===== config.mk =====
export PLATFORM = sky130hd
export DESIGN_NAME = echo_mixer
export DESIGN_NICKNAME = d
export VERILOG_FILES = /design/src/echo_pkg.sv /design/src/echo_mixer.sv
export SDC_FILE = /design/constraint.sdc
export NUM_CORES = 1
export LEC_CHECK = 0
export CORE_MARGIN = 4
export CORE_UTILIZATION = 50
export DETAILED_ROUTE_END_ITERATION = 7
export DONT_BUFFER_PORTS = 1
export GPL_TIMING_DRIVEN = 0
export PLACE_DENSITY_LB_ADDON = 0.15
export SLEW_MARGIN = 10
export SYNTH_ARGS = -nofsm -noshare
export SYNTH_HDL_FRONTEND = slang
export SYNTH_SLANG_ARGS = --single-unit

===== constraint.sdc =====
create_clock -name clk -period 2.2 [get_ports clk]
set_input_delay 0.33 -clock clk [delete_from_list [all_inputs] [get_ports clk]]
set_output_delay 0.33 -clock clk [all_outputs]
set_load 0.05 [all_outputs]

===== src/echo_pkg.sv =====
`default_nettype none

package echo_pkg;

    // ring geometry
    localparam int RING_DEPTH = 128;
    localparam int PAGE_COUNT = 8;

    localparam int SAMPLE_BITS = 8;
    localparam int INDEX_BITS = $clog2(RING_DEPTH);
    localparam int PAGE_BITS = $clog2(PAGE_COUNT);

    // the sample is written this many slots behind the read index
    localparam int WRITE_LAG = 2;

    typedef logic [SAMPLE_BITS-1:0] sample_t;
    typedef logic [INDEX_BITS-1:0] index_t;
    typedef logic [PAGE_BITS-1:0] page_t;

    // largest value a sample can hold
    localparam sample_t SAMPLE_MAX = '1;

    // reset contents of the ring
    localparam sample_t RESET_HEAD = 8'hA0;
    localparam int RESET_BASE = 32;

    // index and tap right after reset
    localparam index_t RESET_INDEX = 7'd1;
    localparam sample_t RESET_TAP = sample_t'(RESET_BASE);

    // controller to ring request
    // save and restore are never high together
    typedef struct packed {
        logic save;
        logic restore;
        page_t page;
    } snap_req_t;

    // one full copy of the ring
    typedef sample_t ring_t [RING_DEPTH];

endpackage

`default_nettype wire


===== src/echo_mixer.sv =====
`timescale 1ns/1ps
`default_nettype none

module echo_mixer #(
    parameter int unsigned ECHO_SHIFT = 1
) (
    input wire logic clk,
    input wire logic reset,

    input wire echo_pkg::sample_t sample_in,
    input wire echo_pkg::sample_t tap,

    output echo_pkg::sample_t mix_out
);

    import echo_pkg::*;

    // dry path lines up with the registered tap
    sample_t dry_q;

    sample_t wet;
    logic [SAMPLE_BITS:0] sum;
    sample_t mix_d;

    // attenuation by a power of two
    assign wet = tap >> ECHO_SHIFT;

    // one spare bit for the carry
    assign sum = {1'b0, dry_q} + {1'b0, wet};

    // clip at full scale
    assign mix_d = sum[SAMPLE_BITS] ? SAMPLE_MAX : sum[SAMPLE_BITS-1:0];

    always_ff @(posedge clk) begin
        if (reset) begin
            dry_q <= '0;
        end else begin
            dry_q <= sample_in;
        end
    end

    always_ff @(posedge clk) begin
        if (reset) begin
            mix_out <= '0;
        end else begin
            mix_out <= mix_d;
        end
    end

endmodule

`default_nettype wire


==> Word level (Yosys, flattened, before mapping) <==
Index checks and enable logic that the tools add are counted.
{ "op_classes": {"n_addsub": 1, "n_mux": 1} }
{ "op_table": {"columns": ["cell", "n"], "rows": [
  ["$add A8 B7 Y9", 1],
  ["$mux W8", 1]
]} }
{ "word_totals": {"reg_bits": 16, "wordCells": 4, "in_bits": 18} }

==> Depth between registers and ports, before layout <==
{ "depth": {"ltp_word": 2, "ltp_mapped": 6, "depth_no_buf": 6} }

==> Worst setup path after synthesis <==
No wires, ideal clock.
{ "synth_path": {"path_kind": "in2reg", "startpoint": "in tap[1]", "endpoint": "reg mix_out[5]", "path_stages": 6, "required_ns": 2.067, "path_slack_ns": 0.286, "path_buffers": 0, "arrival_time_ns": 1.781, "setup_time_ns": 0.133, "cell_sequence": "ha_1 -> fa_1 -> a21o_1 -> a221oi_2 -> a2bb2oi_2 -> o211ai_1"} }
{ "synth_via": {"elab_chain_cells": 2} }
{ "synth_rtl": {"columns": ["element", "line_no", "rtl"], "rows": [
  ["start: declaration", "echo_mixer.sv:11", "input wire echo_pkg::sample_t tap,"],
  ["$add A8 B7 Y9", "echo_mixer.sv:29", "assign sum = {1'b0, dry_q} + {1'b0, wet};"],
  ["$mux W8", "echo_mixer.sv:32", "assign mix_d = sum[SAMPLE_BITS] ? SAMPLE_MAX : sum[SAMPLE_BITS-1:0];"],
  ["end signal: assignment", "echo_mixer.sv:46", "mix_out <= mix_d;"],
  ["end: declaration", "echo_mixer.sv:13", "output echo_pkg::sample_t mix_out"]
]} }
No other way between the ends.
A chain may end at the register's enable or synchronous reset.

==> Worst setup path in the final report <==
{ "layout_path": {"startpoint": "reg dry_q[0]", "endpoint": "reg mix_out[5]"} }
{ "layout_via": {"elab_chain_cells": 2} }
{ "layout_rtl": {"columns": ["element", "line_no", "rtl"], "rows": [
  ["start: declaration", "echo_mixer.sv:19", "sample_t dry_q;"],
  ["start signal: assignment", "echo_mixer.sv:38", "dry_q <= sample_in;"],
  ["$add A8 B7 Y9", "echo_mixer.sv:29", null],
  ["$mux W8", "echo_mixer.sv:32", null]
]} }
No other way between the ends.

==> impl_metrics.py <==
metrics = {
    "sta": {
        "worst_slew_pin_slew_ps": 471.5,
        "worst_clock_skew_ps": 2.320,
        "hold_viol": 0,
        "maxSlewViolCount": 0,
        "finalSetupViolCount": 0,
        "rsz0062_at_grt": "no",
        "fmax_mhz": 505.0,
        "relSlewSlack": 0.6853,
        "fin_crit_sh": 0.9001,
        "post-route-min-period_ps": 1980,
        "setup_tns_ps": 0,
    },
    "clocking": {
        "cts.sink_count": 16,
        "cts.path.max_buffers": 2,
        "clkLatencyLatePin_ps": 270,
        "clk_pin_slew_ps": 90,
        "cts_inserted_buffers": 3,
        "cts_root_buf": "clkbuf_4",
        "htreeDepth": 1,
        "post_cts_buffers": 0,
        "cts_tree": "yes",
    },
    "drt": {
        "post-route-drc-count": 0,
        "viasPerCell": 5.719,
        "totalWireLength_um": 1142,
        "vias": 509,
        "dr.pass1.iters": 4,
        "drt-wirelength-per-cell_um": 12.83,
        "drt_iter0_drc": 3,
        "ant_nets": 0,
    },
    "finish": {
        "synthToLayoutAreaGrowth_pct": 7.119,
        "multi_input_area_um2": 410.4,
        "fillCellCount": 115,
        "final-seq-area_um2": 320.3,
        "final_cell_mix": "dfxtp_1, nor2b_1, ha_1",
        "final_common_cell": "dfxtp_1",
        "drive_gt1_frac": 0.1081,
        "antennaDiodeCount": 0,
        "fin_nets": 102,
    },
    "logic_synthesis": {
        "syn_inst": 71,
        "synth_warnings": 0,
        "ys_ff_latch": 16,
        "syn_nets": 97,
        "synth_area_um2": 738.2,
        "synth.distinct_cells": 28,
        "synth-seq-area-share": 0.4339,
        "syn_avg_cell_area_um2": 10.40,
    },
    "grt": {
        "grt_pass1_wl_um": 1897,
        "overflow": 0,
        "grt_max_degree": 11,
        "use_met3": 0.03125,
        "busiest_layer": "met2",
        "track_usage": 0.1251,
        "met1_usage": 0.1597,
        "grt_pass1_vias": 442,
        "antenna_found_initial": 0,
        "use_met2": 0.1896,
    },
    "die": {
        "die_y_um": 46.43,
        "coreArea_um2": 1350,
        "dieWidth_um": 46.43,
        "die_area_um2": 2155,
        "core.rowCount": 13,
        "io_pins": 26,
        "initial_core_util": 0.5468,
    },
    "power": {
        "power_leakage_nw": 0.3441,
        "p_total_mw": 0.6249,
        "powerDensity_nw_per_um2": 790.3,
        "irDropWorstVdd_mv": 0.3490,
    },
    "setup_path": {
        "path_class": "reg -> reg",
        "crit_start": "dry_q[0]$_SDFF_PP0_",
        "r2r_slack_ps": 220,
        "reg2reg_to": "mix_out[5]$_SDFF_PP0_",
        "worstRegToRegCells": 6,
        "critPathLaunchType": "flop",
        "reg2reg_from": "dry_q[0]$_SDFF_PP0_",
        "max_stage_delay_ps": 400,
        "crit_end": "mix_out[5]$_SDFF_PP0_",
        "critical_path.max_fanout": 7,
        "required_ps": 2350,
        "slowest_stage": "fa_1",
        "arrival_ps": 2130,
        "worst_setup_path_end_kind": "flop",
        "crit_chain": "ha_1, fa_1, a21o_1, a221oi_4, a2bb2oi_2, o211ai_1",
    },
    "placed_design": {
        "portBuffers": 0,
        "gp_congestion": 0.7635,
        "hpwl_um": 917,
    },
    "run_status": {
        "status": "finished, final reports clean",
    },
    "worst_hold_path": {
        "min_path_type": "in -> reg",
    },
    "flow_run": {
        "max_cap_viol_count": 0,
    },
}
[how the worst min path moves through the flow]
stage | start | endpoint | slack [ps] | depth (start not counted)
4_1_cts | sample_in[2] | dry_q[2]$_SDFF_PP0_ | 170 | 1
3_3_place_gp | sample_in[5] | dry_q[5]$_SDFF_PP0_ | 460 | 1
2_1_floorplan | sample_in[0] | dry_q[0]$_SDFF_PP0_ | 460 | 1
5_1_grt | sample_in[7] | dry_q[7]$_SDFF_PP0_ | 170 | 1
3_5_place_dp | sample_in[6] | dry_q[6]$_SDFF_PP0_ | 460 | 1
6_report | sample_in[2] | dry_q[2]$_SDFF_PP0_ | 180 | 1
[cell type report]
type | instances | area share
Clock buffer | 3 | 0.02848
Multi-Input combinational cell | 50 | 0.5190
Tap cell | 15 | 0.02373
Sequential cell | 16 | 0.4051
Buffer | 2 | 0.009494
Inverter | 3 | 0.01424
[metrics by stage]
| stage | setup slack (ps) | hold WS, ps | area [um2] | utilization | cells |
|---|---|---|---|---|---|
| detailed placement | 114.2 | 464.0 | 757.0 | 0.5607 | 86 |
| floorplan | 286.3 | 458.2 | 738.2 | - | 71 |
| finish | 219.8 | 176.8 | 790.8 | 0.5857 | 89 |
| CTS | 144.7 | 172.9 | 779.5 | 0.5774 | 89 |
| global route | 37.44 | 171.9 | 790.8 | 0.5857 | 89 |
| global placement | 131.7 | 460.7 | 757.0 | 0.5607 | 86 |
[cell usage after synthesis, drive strengths merged]
library cell   n  area (um2)
dfxtp         16       320.3
nor2b          9       56.30
ha             7       87.58
o21ai          5       25.02
nor2           4       15.01
a21o           3       23.77
inv            3       11.26
a21oi          2       10.01
clkbuf         2       7.510
nor3           2       10.01
nor3b          2       15.01
xor2           2       17.52
a2111oi        1       8.760
a211oi         1       7.510
a221oi         1       15.01
a2bb2oi        1       15.01
and3           1       7.510
and4b          1       11.26
fa             1       20.02
mux2i          1       10.01
nand2          1       3.750
nand2b         1       6.260
nor4bb         1       10.01
o211ai         1       7.510
o31ai          1       7.510
xnor2          1       8.760
[worst max-delay path: cells and delay by family, from the launching register on]
family | cells | cell delay (ps)
AO/OA/AOI/OAI | 4 | 940
flip-flops | 1 | 320
adder cells (fa/ha/maj) | 2 | 600
[state kept, by name, summed over array words and instances (netlist names)]
name     cells
mix_out      8
dry_q        8
[logic make-up after synthesis]
| kind of cell | share of synthesized area |
|---|---|
| compound gates | 0.1627 |
| xor+xnor | 0.03560 |
| fa+ha+maj | 0.1458 |
| buf+inv | 0.02543 |
| flops | 0.4339 |
| mux | 0.01356 |
| simple gates | 0.1830 |
[metal layers]
| layer | share of wire | vias up | wire, um |
|---|---|---|---|
| met5 | 0 | - | 0 |
| met2 | 0.45 | 20 | 519 |
| li1 | - | 258 | - |
| met1 | 0.44 | 229 | 507 |
| met4 | 0.011 | 0 | 12 |
| met3 | 0.090 | 2 | 103 |
[power by group]
part	internal (mW)	switching, mW
Combinational	0.0441	0.0486
Clock	0.0633	0.0821
Sequential	0.315	0.0714
Total	0.423	0.202
[timing repair]
action                                  4_1_cts  5_1_grt
hold endpoints to repair                      0        0
hold buffers                                  0        0
endpoints found under the setup margin        0        5
gates resized for setup                       0        1
Note: power is estimated with default switching activity, not from simulation.
