===== config.mk =====
export PLATFORM = sky130hd
export DESIGN_NAME = snapshot_ctrl
export DESIGN_NICKNAME = d
export VERILOG_FILES = /design/src/echo_pkg.sv /design/src/snapshot_ctrl.sv
export SDC_FILE = /design/constraint.sdc
export NUM_CORES = 1
export LEC_CHECK = 0
export BUFFER_PORTS_ARGS = -buffer_cell sky130_fd_sc_hd__buf_2
export CAP_MARGIN = 20
export CORE_AREA = 5 5 42 44
export CTS_BUF_LIST = sky130_fd_sc_hd__clkbuf_8
export DETAILED_ROUTE_END_ITERATION = 10
export DIE_AREA = 0 0 47 49
export GPL_ROUTABILITY_DRIVEN = 0
export PLACE_DENSITY = 0.66
export SETUP_SLACK_MARGIN = 0.1
export SYNTH_ARGS = -nofsm -noshare
export SYNTH_HDL_FRONTEND = slang
export SYNTH_SLANG_ARGS = --single-unit

===== constraint.sdc =====
create_clock -name clk -period 3.8 [get_ports clk]
set_input_delay 0.76 -clock clk [delete_from_list [all_inputs] [get_ports clk]]
set_output_delay 0.76 -clock clk [all_outputs]
set_load 0.005 [all_outputs]

===== src/echo_pkg.sv =====
`default_nettype none

package echo_pkg;

    // ring geometry
    localparam int RING_DEPTH = 128;
    localparam int PAGE_COUNT = 8;

    localparam int SAMPLE_BITS = 8;
    localparam int INDEX_BITS = $clog2(RING_DEPTH);
    localparam int PAGE_BITS = $clog2(PAGE_COUNT);

    // the sample is written this many slots behind the read index
    localparam int WRITE_LAG = 2;

    typedef logic [SAMPLE_BITS-1:0] sample_t;
    typedef logic [INDEX_BITS-1:0] index_t;
    typedef logic [PAGE_BITS-1:0] page_t;

    // largest value a sample can hold
    localparam sample_t SAMPLE_MAX = '1;

    // reset contents of the ring
    localparam sample_t RESET_HEAD = 8'hA0;
    localparam int RESET_BASE = 32;

    // index and tap right after reset
    localparam index_t RESET_INDEX = 7'd1;
    localparam sample_t RESET_TAP = sample_t'(RESET_BASE);

    // controller to ring request
    // save and restore are never high together
    typedef struct packed {
        logic save;
        logic restore;
        page_t page;
    } snap_req_t;

    // one full copy of the ring
    typedef sample_t ring_t [RING_DEPTH];

endpackage

`default_nettype wire


===== src/snapshot_ctrl.sv =====
`timescale 1ns/1ps
`default_nettype none

module snapshot_ctrl (
    input wire logic clk,
    input wire logic reset,

    // command strobe, low restore means save
    input wire logic cmd_strobe,
    input wire logic cmd_restore,
    input wire echo_pkg::page_t cmd_page,

    output echo_pkg::snap_req_t snap_req,
    output logic restore_miss
);

    import echo_pkg::*;

    // one flag per page, set on save
    logic [PAGE_COUNT-1:0] saved_q;

    snap_req_t req_d;
    logic miss_d;
    logic page_saved;

    assign page_saved = saved_q[cmd_page];

    // decode the strobe into a request
    always_comb begin
        req_d = '0;
        miss_d = 1'b0;
        if (cmd_strobe) begin
            if (!cmd_restore) begin
                req_d.save = 1'b1;
                req_d.page = cmd_page;
            end else if (page_saved) begin
                req_d.restore = 1'b1;
                req_d.page = cmd_page;
            end else begin
                // nothing to reload from, drop it
                miss_d = 1'b1;
            end
        end
    end

    // request lasts exactly one cycle
    always_ff @(posedge clk) begin
        if (reset) begin
            snap_req <= '0;
        end else begin
            snap_req <= req_d;
        end
    end

    // saved page tracking
    always_ff @(posedge clk) begin
        if (reset) begin
            saved_q <= '0;
        end else if (req_d.save) begin
            saved_q[req_d.page] <= 1'b1;
        end
    end

    // sticky until reset
    always_ff @(posedge clk) begin
        if (reset) begin
            restore_miss <= 1'b0;
        end else if (miss_d) begin
            restore_miss <= 1'b1;
        end
    end

endmodule

`default_nettype wire


== After elaboration in Yosys (flattened, before gate mapping) ==
Cells that the tools add are included.

* Register bits: 14
* Input bits: 7
* Output and inout port bits: 6
* Word-level logic and storage cells: 25

* Magnitude comparators: 3
* Multiplexer cells: 12
* Bitwise logic cells: 3
* Reductions and logical operators: 2

{| class="wikitable"
|+ Operators by type and width
! cell !! number
|-
| less-than comparator 3 x 4 -> 1 bit (second input constant) || 2
|-
| bitwise OR 8 bit || 1
|-
| 2-to-1 mux 1 bit || 7
|-
| 2-to-1 mux 5 bit || 1
|-
| 2-to-1 mux 4 bit || 1
|-
| binary-select mux 1 bit (select 3 bit) || 1
|-
| demux 1 bit (select 3 bit) || 1
|-
| greater-or-equal comparator 3 x 1 -> 1 bit (second input constant) || 1
|-
| 2-to-1 mux 3 bit || 1
|-
| OR reduction 3 bit || 1
|-
| inverter 1 bit || 2
|-
| logical AND 1 bit || 1
|}

== Depth between registers and ports, before layout ==
* Word-level depth: 10
* Depth in mapped cells: 4
* Mapped depth without buffers: 3

== Worst setup path after synthesis ==
Ideal clock, no wire load.

* Kind: in2reg
* Start: input cmd_page[0]
* End: register snap_req[2] (netlist bit)
* Library setup time: 0.116 ns
* Arrival time: 1.684 ns
* Data required time: 3.684 ns
* Path slack: 1.999 ns
* Stages: 3
* Path buffers: 1
* Cells stage by stage: buf_2 > mux4_1 > o211a_1

* Longest elaborated chain between the ends: 5

{| class="wikitable"
|+ Ends and longest elaborated chain
! what !! line !! text
|-
| start, declared || snapshot_ctrl.sv:11 || <nowiki>input wire echo_pkg::page_t cmd_page,</nowiki>
|-
| binary-select mux 1 bit (select 3 bit) || snapshot_ctrl.sv:26 || <nowiki>assign page_saved = saved_q[cmd_page];</nowiki>
|-
| 2-to-1 mux 1 bit (not written as such) || snapshot_ctrl.sv:26 ||
|-
| 2-to-1 mux 4 bit || snapshot_ctrl.sv:36 || <nowiki>end else if (page_saved) begin</nowiki>
|-
| 2-to-1 mux 3 bit || snapshot_ctrl.sv:33 || <nowiki>if (!cmd_restore) begin</nowiki>
|-
| 2-to-1 mux 5 bit || snapshot_ctrl.sv:32 || <nowiki>if (cmd_strobe) begin</nowiki>
|-
| end signal, assigned || snapshot_ctrl.sv:51 || <nowiki>snap_req <= req_d;</nowiki>
|-
| end, declared || snapshot_ctrl.sv:13 || <nowiki>output echo_pkg::snap_req_t snap_req,</nowiki>
|}

Every way passes these cells. The select of a mux whose other input is x is not followed.
A chain may end at the register's enable or synchronous reset.

== Worst setup path in the final report ==
* Start: input cmd_page[1]
* End: register restore_miss

* Longest elaborated chain between the ends: 5

{| class="wikitable"
|+ Ends and longest elaborated chain
! what !! line !! text
|-
| binary-select mux 1 bit (select 3 bit) || snapshot_ctrl.sv:26 ||
|-
| 2-to-1 mux 1 bit (not written as such) || snapshot_ctrl.sv:26 ||
|-
| 2-to-1 mux 1 bit || snapshot_ctrl.sv:36 ||
|-
| 2-to-1 mux 1 bit || snapshot_ctrl.sv:33 ||
|-
| 2-to-1 mux 1 bit || snapshot_ctrl.sv:32 ||
|-
| end signal, assigned || snapshot_ctrl.sv:67 || <nowiki>restore_miss <= 1'b0;</nowiki>
|-
| end signal, assigned || snapshot_ctrl.sv:69 || <nowiki>restore_miss <= 1'b1;</nowiki>
|-
| end, declared || snapshot_ctrl.sv:14 || <nowiki>output logic restore_miss</nowiki>
|}

Every way passes these cells. The select of a mux whose other input is x is not followed.

==> key figures <==
Synth
  – Synth Area in XOR/XNOR: 0%
  – Post-Synthesis Cell Area: 574 um2
  – Largest family of logic cells by synthesized area: multiplexers
  – Synth Register Bits: 14
  – Gate Count Post-Synth: 55
  – Synth Area in Simple Gates: between 10% and 20%
  – Synth warn: 0
  – Adder-cell share of the synthesized area: 0%
  – Synth Area per Inst: around 10 um2
  – Distinct cells, synth: 19
  – Syn nets: slightly above 60
  – Post-synthesis mux area share: 16.3%
  – Sequential area share after synthesis: between 40% and 50%
  – Post-synthesis compound-gate area fraction: between 10% and 20%

Worst setup path
  – Req. time, crit path: roughly 4 ns
  – Crit path largest cell delay: approximately 0.56 ns
  – Cell breakdown of the critical path: buf_2 > mux4_2 > mux2i_4 > a32o_1
  – Worst-path fanout max: 10
  – Critical path class: in -> reg
  – Critical Path Sink Type: flop
  – Slowest cell on the critical path: mux4_2
  – CP arrival: about 1.9 ns
  – CP delay by family, top: multiplexers
  – Crit path buffers/inverters: 1
  – Crit path launch type: input port

Placed design
  – Port-buffer cells: 12
  – Placed Instances: 79

Status
  – Outcome: complete, no violations

Min path
  – Hold Crit Class: reg -> reg

Power and ir drop
  – Clk pwr share: between 40% and 50%
  – Logic pwr share: 8.1%
  – Internal power: between 0.2 and 0.3 mW
  – Cell Pwr Density: approximately 470 mW/mm2
  – VDD IR max: roughly 0.0002 V
  – Seq pwr share: a little under half
  – Switching Share: about a fifth
  – Leakage: between 0.2 and 0.3 nW
  – Psw: between 0.06 and 0.07 mW

Routing
  – WL final: roughly 1100 um
  – Detail Route Antenna Nets: 0
  – Vias per cell: approximately 5.5
  – Vias: about 460
  – DRT iter0 DRCs: 22
  – Drt wl/cell: 13.2 um
  – DRC: 0
  – Drt first pass iters: 4

Layout
  – Fill count: roughly 150
  – Inserted Diodes: 0
  – Nets@finish: between 70 and 80
  – Layout Cells excl Fill: just over 80
  – Area Growth Syn to Fin: 19.4%
  – Final Core Density: about half
  – Most frequent cells in the layout: dfxtp_1, buf_2, nor2_1
  – Most common cell after layout, fill and taps aside: dfxtp_1
  – Layout cell share with drive strength beyond 1: 28.4%

CTS
  – Hold Buf Count CTS: 0
  – Post-CTS Setup Bufs: 0
  – Clock tree from TritonCTS: yes
  – Insertion delay to the later sink of the worst-skew pair: about 0.25 ns
  – CTS buffer count: 3
  – Clock H-tree levels: 1
  – Clk buf depth: 2
  – Sink Count: 14
  – Post-CTS Resized: 0
  – Root Buffer: clkbuf_8
  – CTS clk-pin slew, worst paths: 0.05 ns

Timing
  – Final Hold Fails: 0
  – Setup Skew: ~0.00042 ns
  – RSZ-0062 raised after global routing: no
  – Minimum clock period: approximately 1.7 ns
  – Setup tns final: 0 ns
  – Max-slew headroom: between 70 and 80%
  – Max Freq: between 0.5 and 0.6 GHz
  – Ratio of final minimum period to clock period: 44.9%
  – Final Setup Violations: 0
  – Final Max Tran Viols: 0
  – Slew @ Worst Pin: around 0.35 ns

Global route
  – Gr usage total: 10.8%
  – First-pass GRT wire length: 1740 um
  – Pin count of the biggest net entering global routing: 11
  – Grt ovf: 0
  – Antenna violations before repair: 0
  – Vias in the first global route: around 400

Floorplan
  – Vert. Die Dim: between 40 and 50 um
  – Die width: roughly 47 um
  – Core Region: 0.00140 mm2
  – Die area: 0.00230 mm2
  – Initial Utilization: approximately two fifths
  – I/O pins: 13
  – Std cell rows: 14

Job
  – Max-Cap Viols: 0
cells by family (layout without fill, tap and decap cells):
family          count (synthesis)  in the layout
mux                             4              4
compound gates                 12             12
simple gates                   19             19
flops                          14             14
buf+inv                         6             18
metal layers:
| metal | global-route usage (%) | part of all wire, % |
|---|---|---|
| met1 | 13.3 | 43 |
| met2 | 14.0 | 43 |
| met3 | 3.69 | 9.8 |
| met4 | 9.68 | 4.1 |
| met5 | 0 | 0 |
through the flow:
stage	instance area [um2]	hold WS (ns)	setup WS, ns	power [mW]
after CTS	686	0.463	2.10	0.327
after detailed placement	631	0.449	1.85	0.182
after global placement	631	0.456	1.87	0.182
after global routing	686	0.471	2.04	0.338
after floorplan	574	0.432	2.00	0.174
final	686	0.458	2.09	0.323
worst paths after layout:
path | slack, ns | depth (start not counted) | from | to
worst min-delay path | 0.46 | 1 | restore_miss | restore_miss
worst max-delay path | 2.09 | 4 | cmd_page[1] | restore_miss
worst min register to register | 0.46 | 1 | restore_miss | restore_miss
worst max register to register | 2.55 | 3 | saved_q[7] | restore_miss
state kept, by name, indices dropped and copies added, names as in the netlist:
register	count
snap_req	5
saved_q	8
restore_miss	1
power by group through the flow:
stage | Sequential, mW | Combinational [mW] | Clock, mW
2_1_floorplan | 0.156 | 0.0183 | 0
3_3_place_gp | 0.156 | 0.0258 | 0
3_5_place_dp | 0.156 | 0.0260 | 0
4_1_cts | 0.153 | 0.0261 | 0.148
5_1_grt | 0.153 | 0.0290 | 0.156
6_report | 0.153 | 0.0261 | 0.144
area by class of cell:
type | count | area (um2) | area share (%)
tap | 16 | 20.0 | 2.92
multi-input combinational | 35 | 263 | 38.3
clock buffer | 4 | 55.1 | 8.03
timing repair buffer | 12 | 60.1 | 8.76
inverter | 2 | 7.51 | 1.09
sequential | 14 | 280 | 40.9
cell usage after synthesis:
| cell type | count | area (um2) |
|---|---|---|
| a21oi_1 | 4 | 20.0 |
| a31oi_1 | 4 | 25.0 |
| a32o_1 | 1 | 10.0 |
| a41oi_1 | 2 | 17.5 |
| and2_1 | 1 | 6.26 |
| buf_2 | 1 | 5.00 |
| buf_6 | 1 | 11.3 |
| clkbuf_1 | 2 | 7.51 |
| dfxtp_1 | 14 | 280 |
| inv_1 | 2 | 7.51 |
| mux2i_4 | 1 | 22.5 |
| mux4_1 | 1 | 26.3 |
| mux4_2 | 2 | 45.0 |
| nand2_1 | 3 | 11.3 |
| nor2_1 | 10 | 37.5 |
| nor2b_1 | 3 | 18.8 |
| nor3_1 | 1 | 5.00 |
| nor3b_1 | 1 | 7.51 |
| o211a_1 | 1 | 10.0 |
Power figures use the tool's default switching activity.
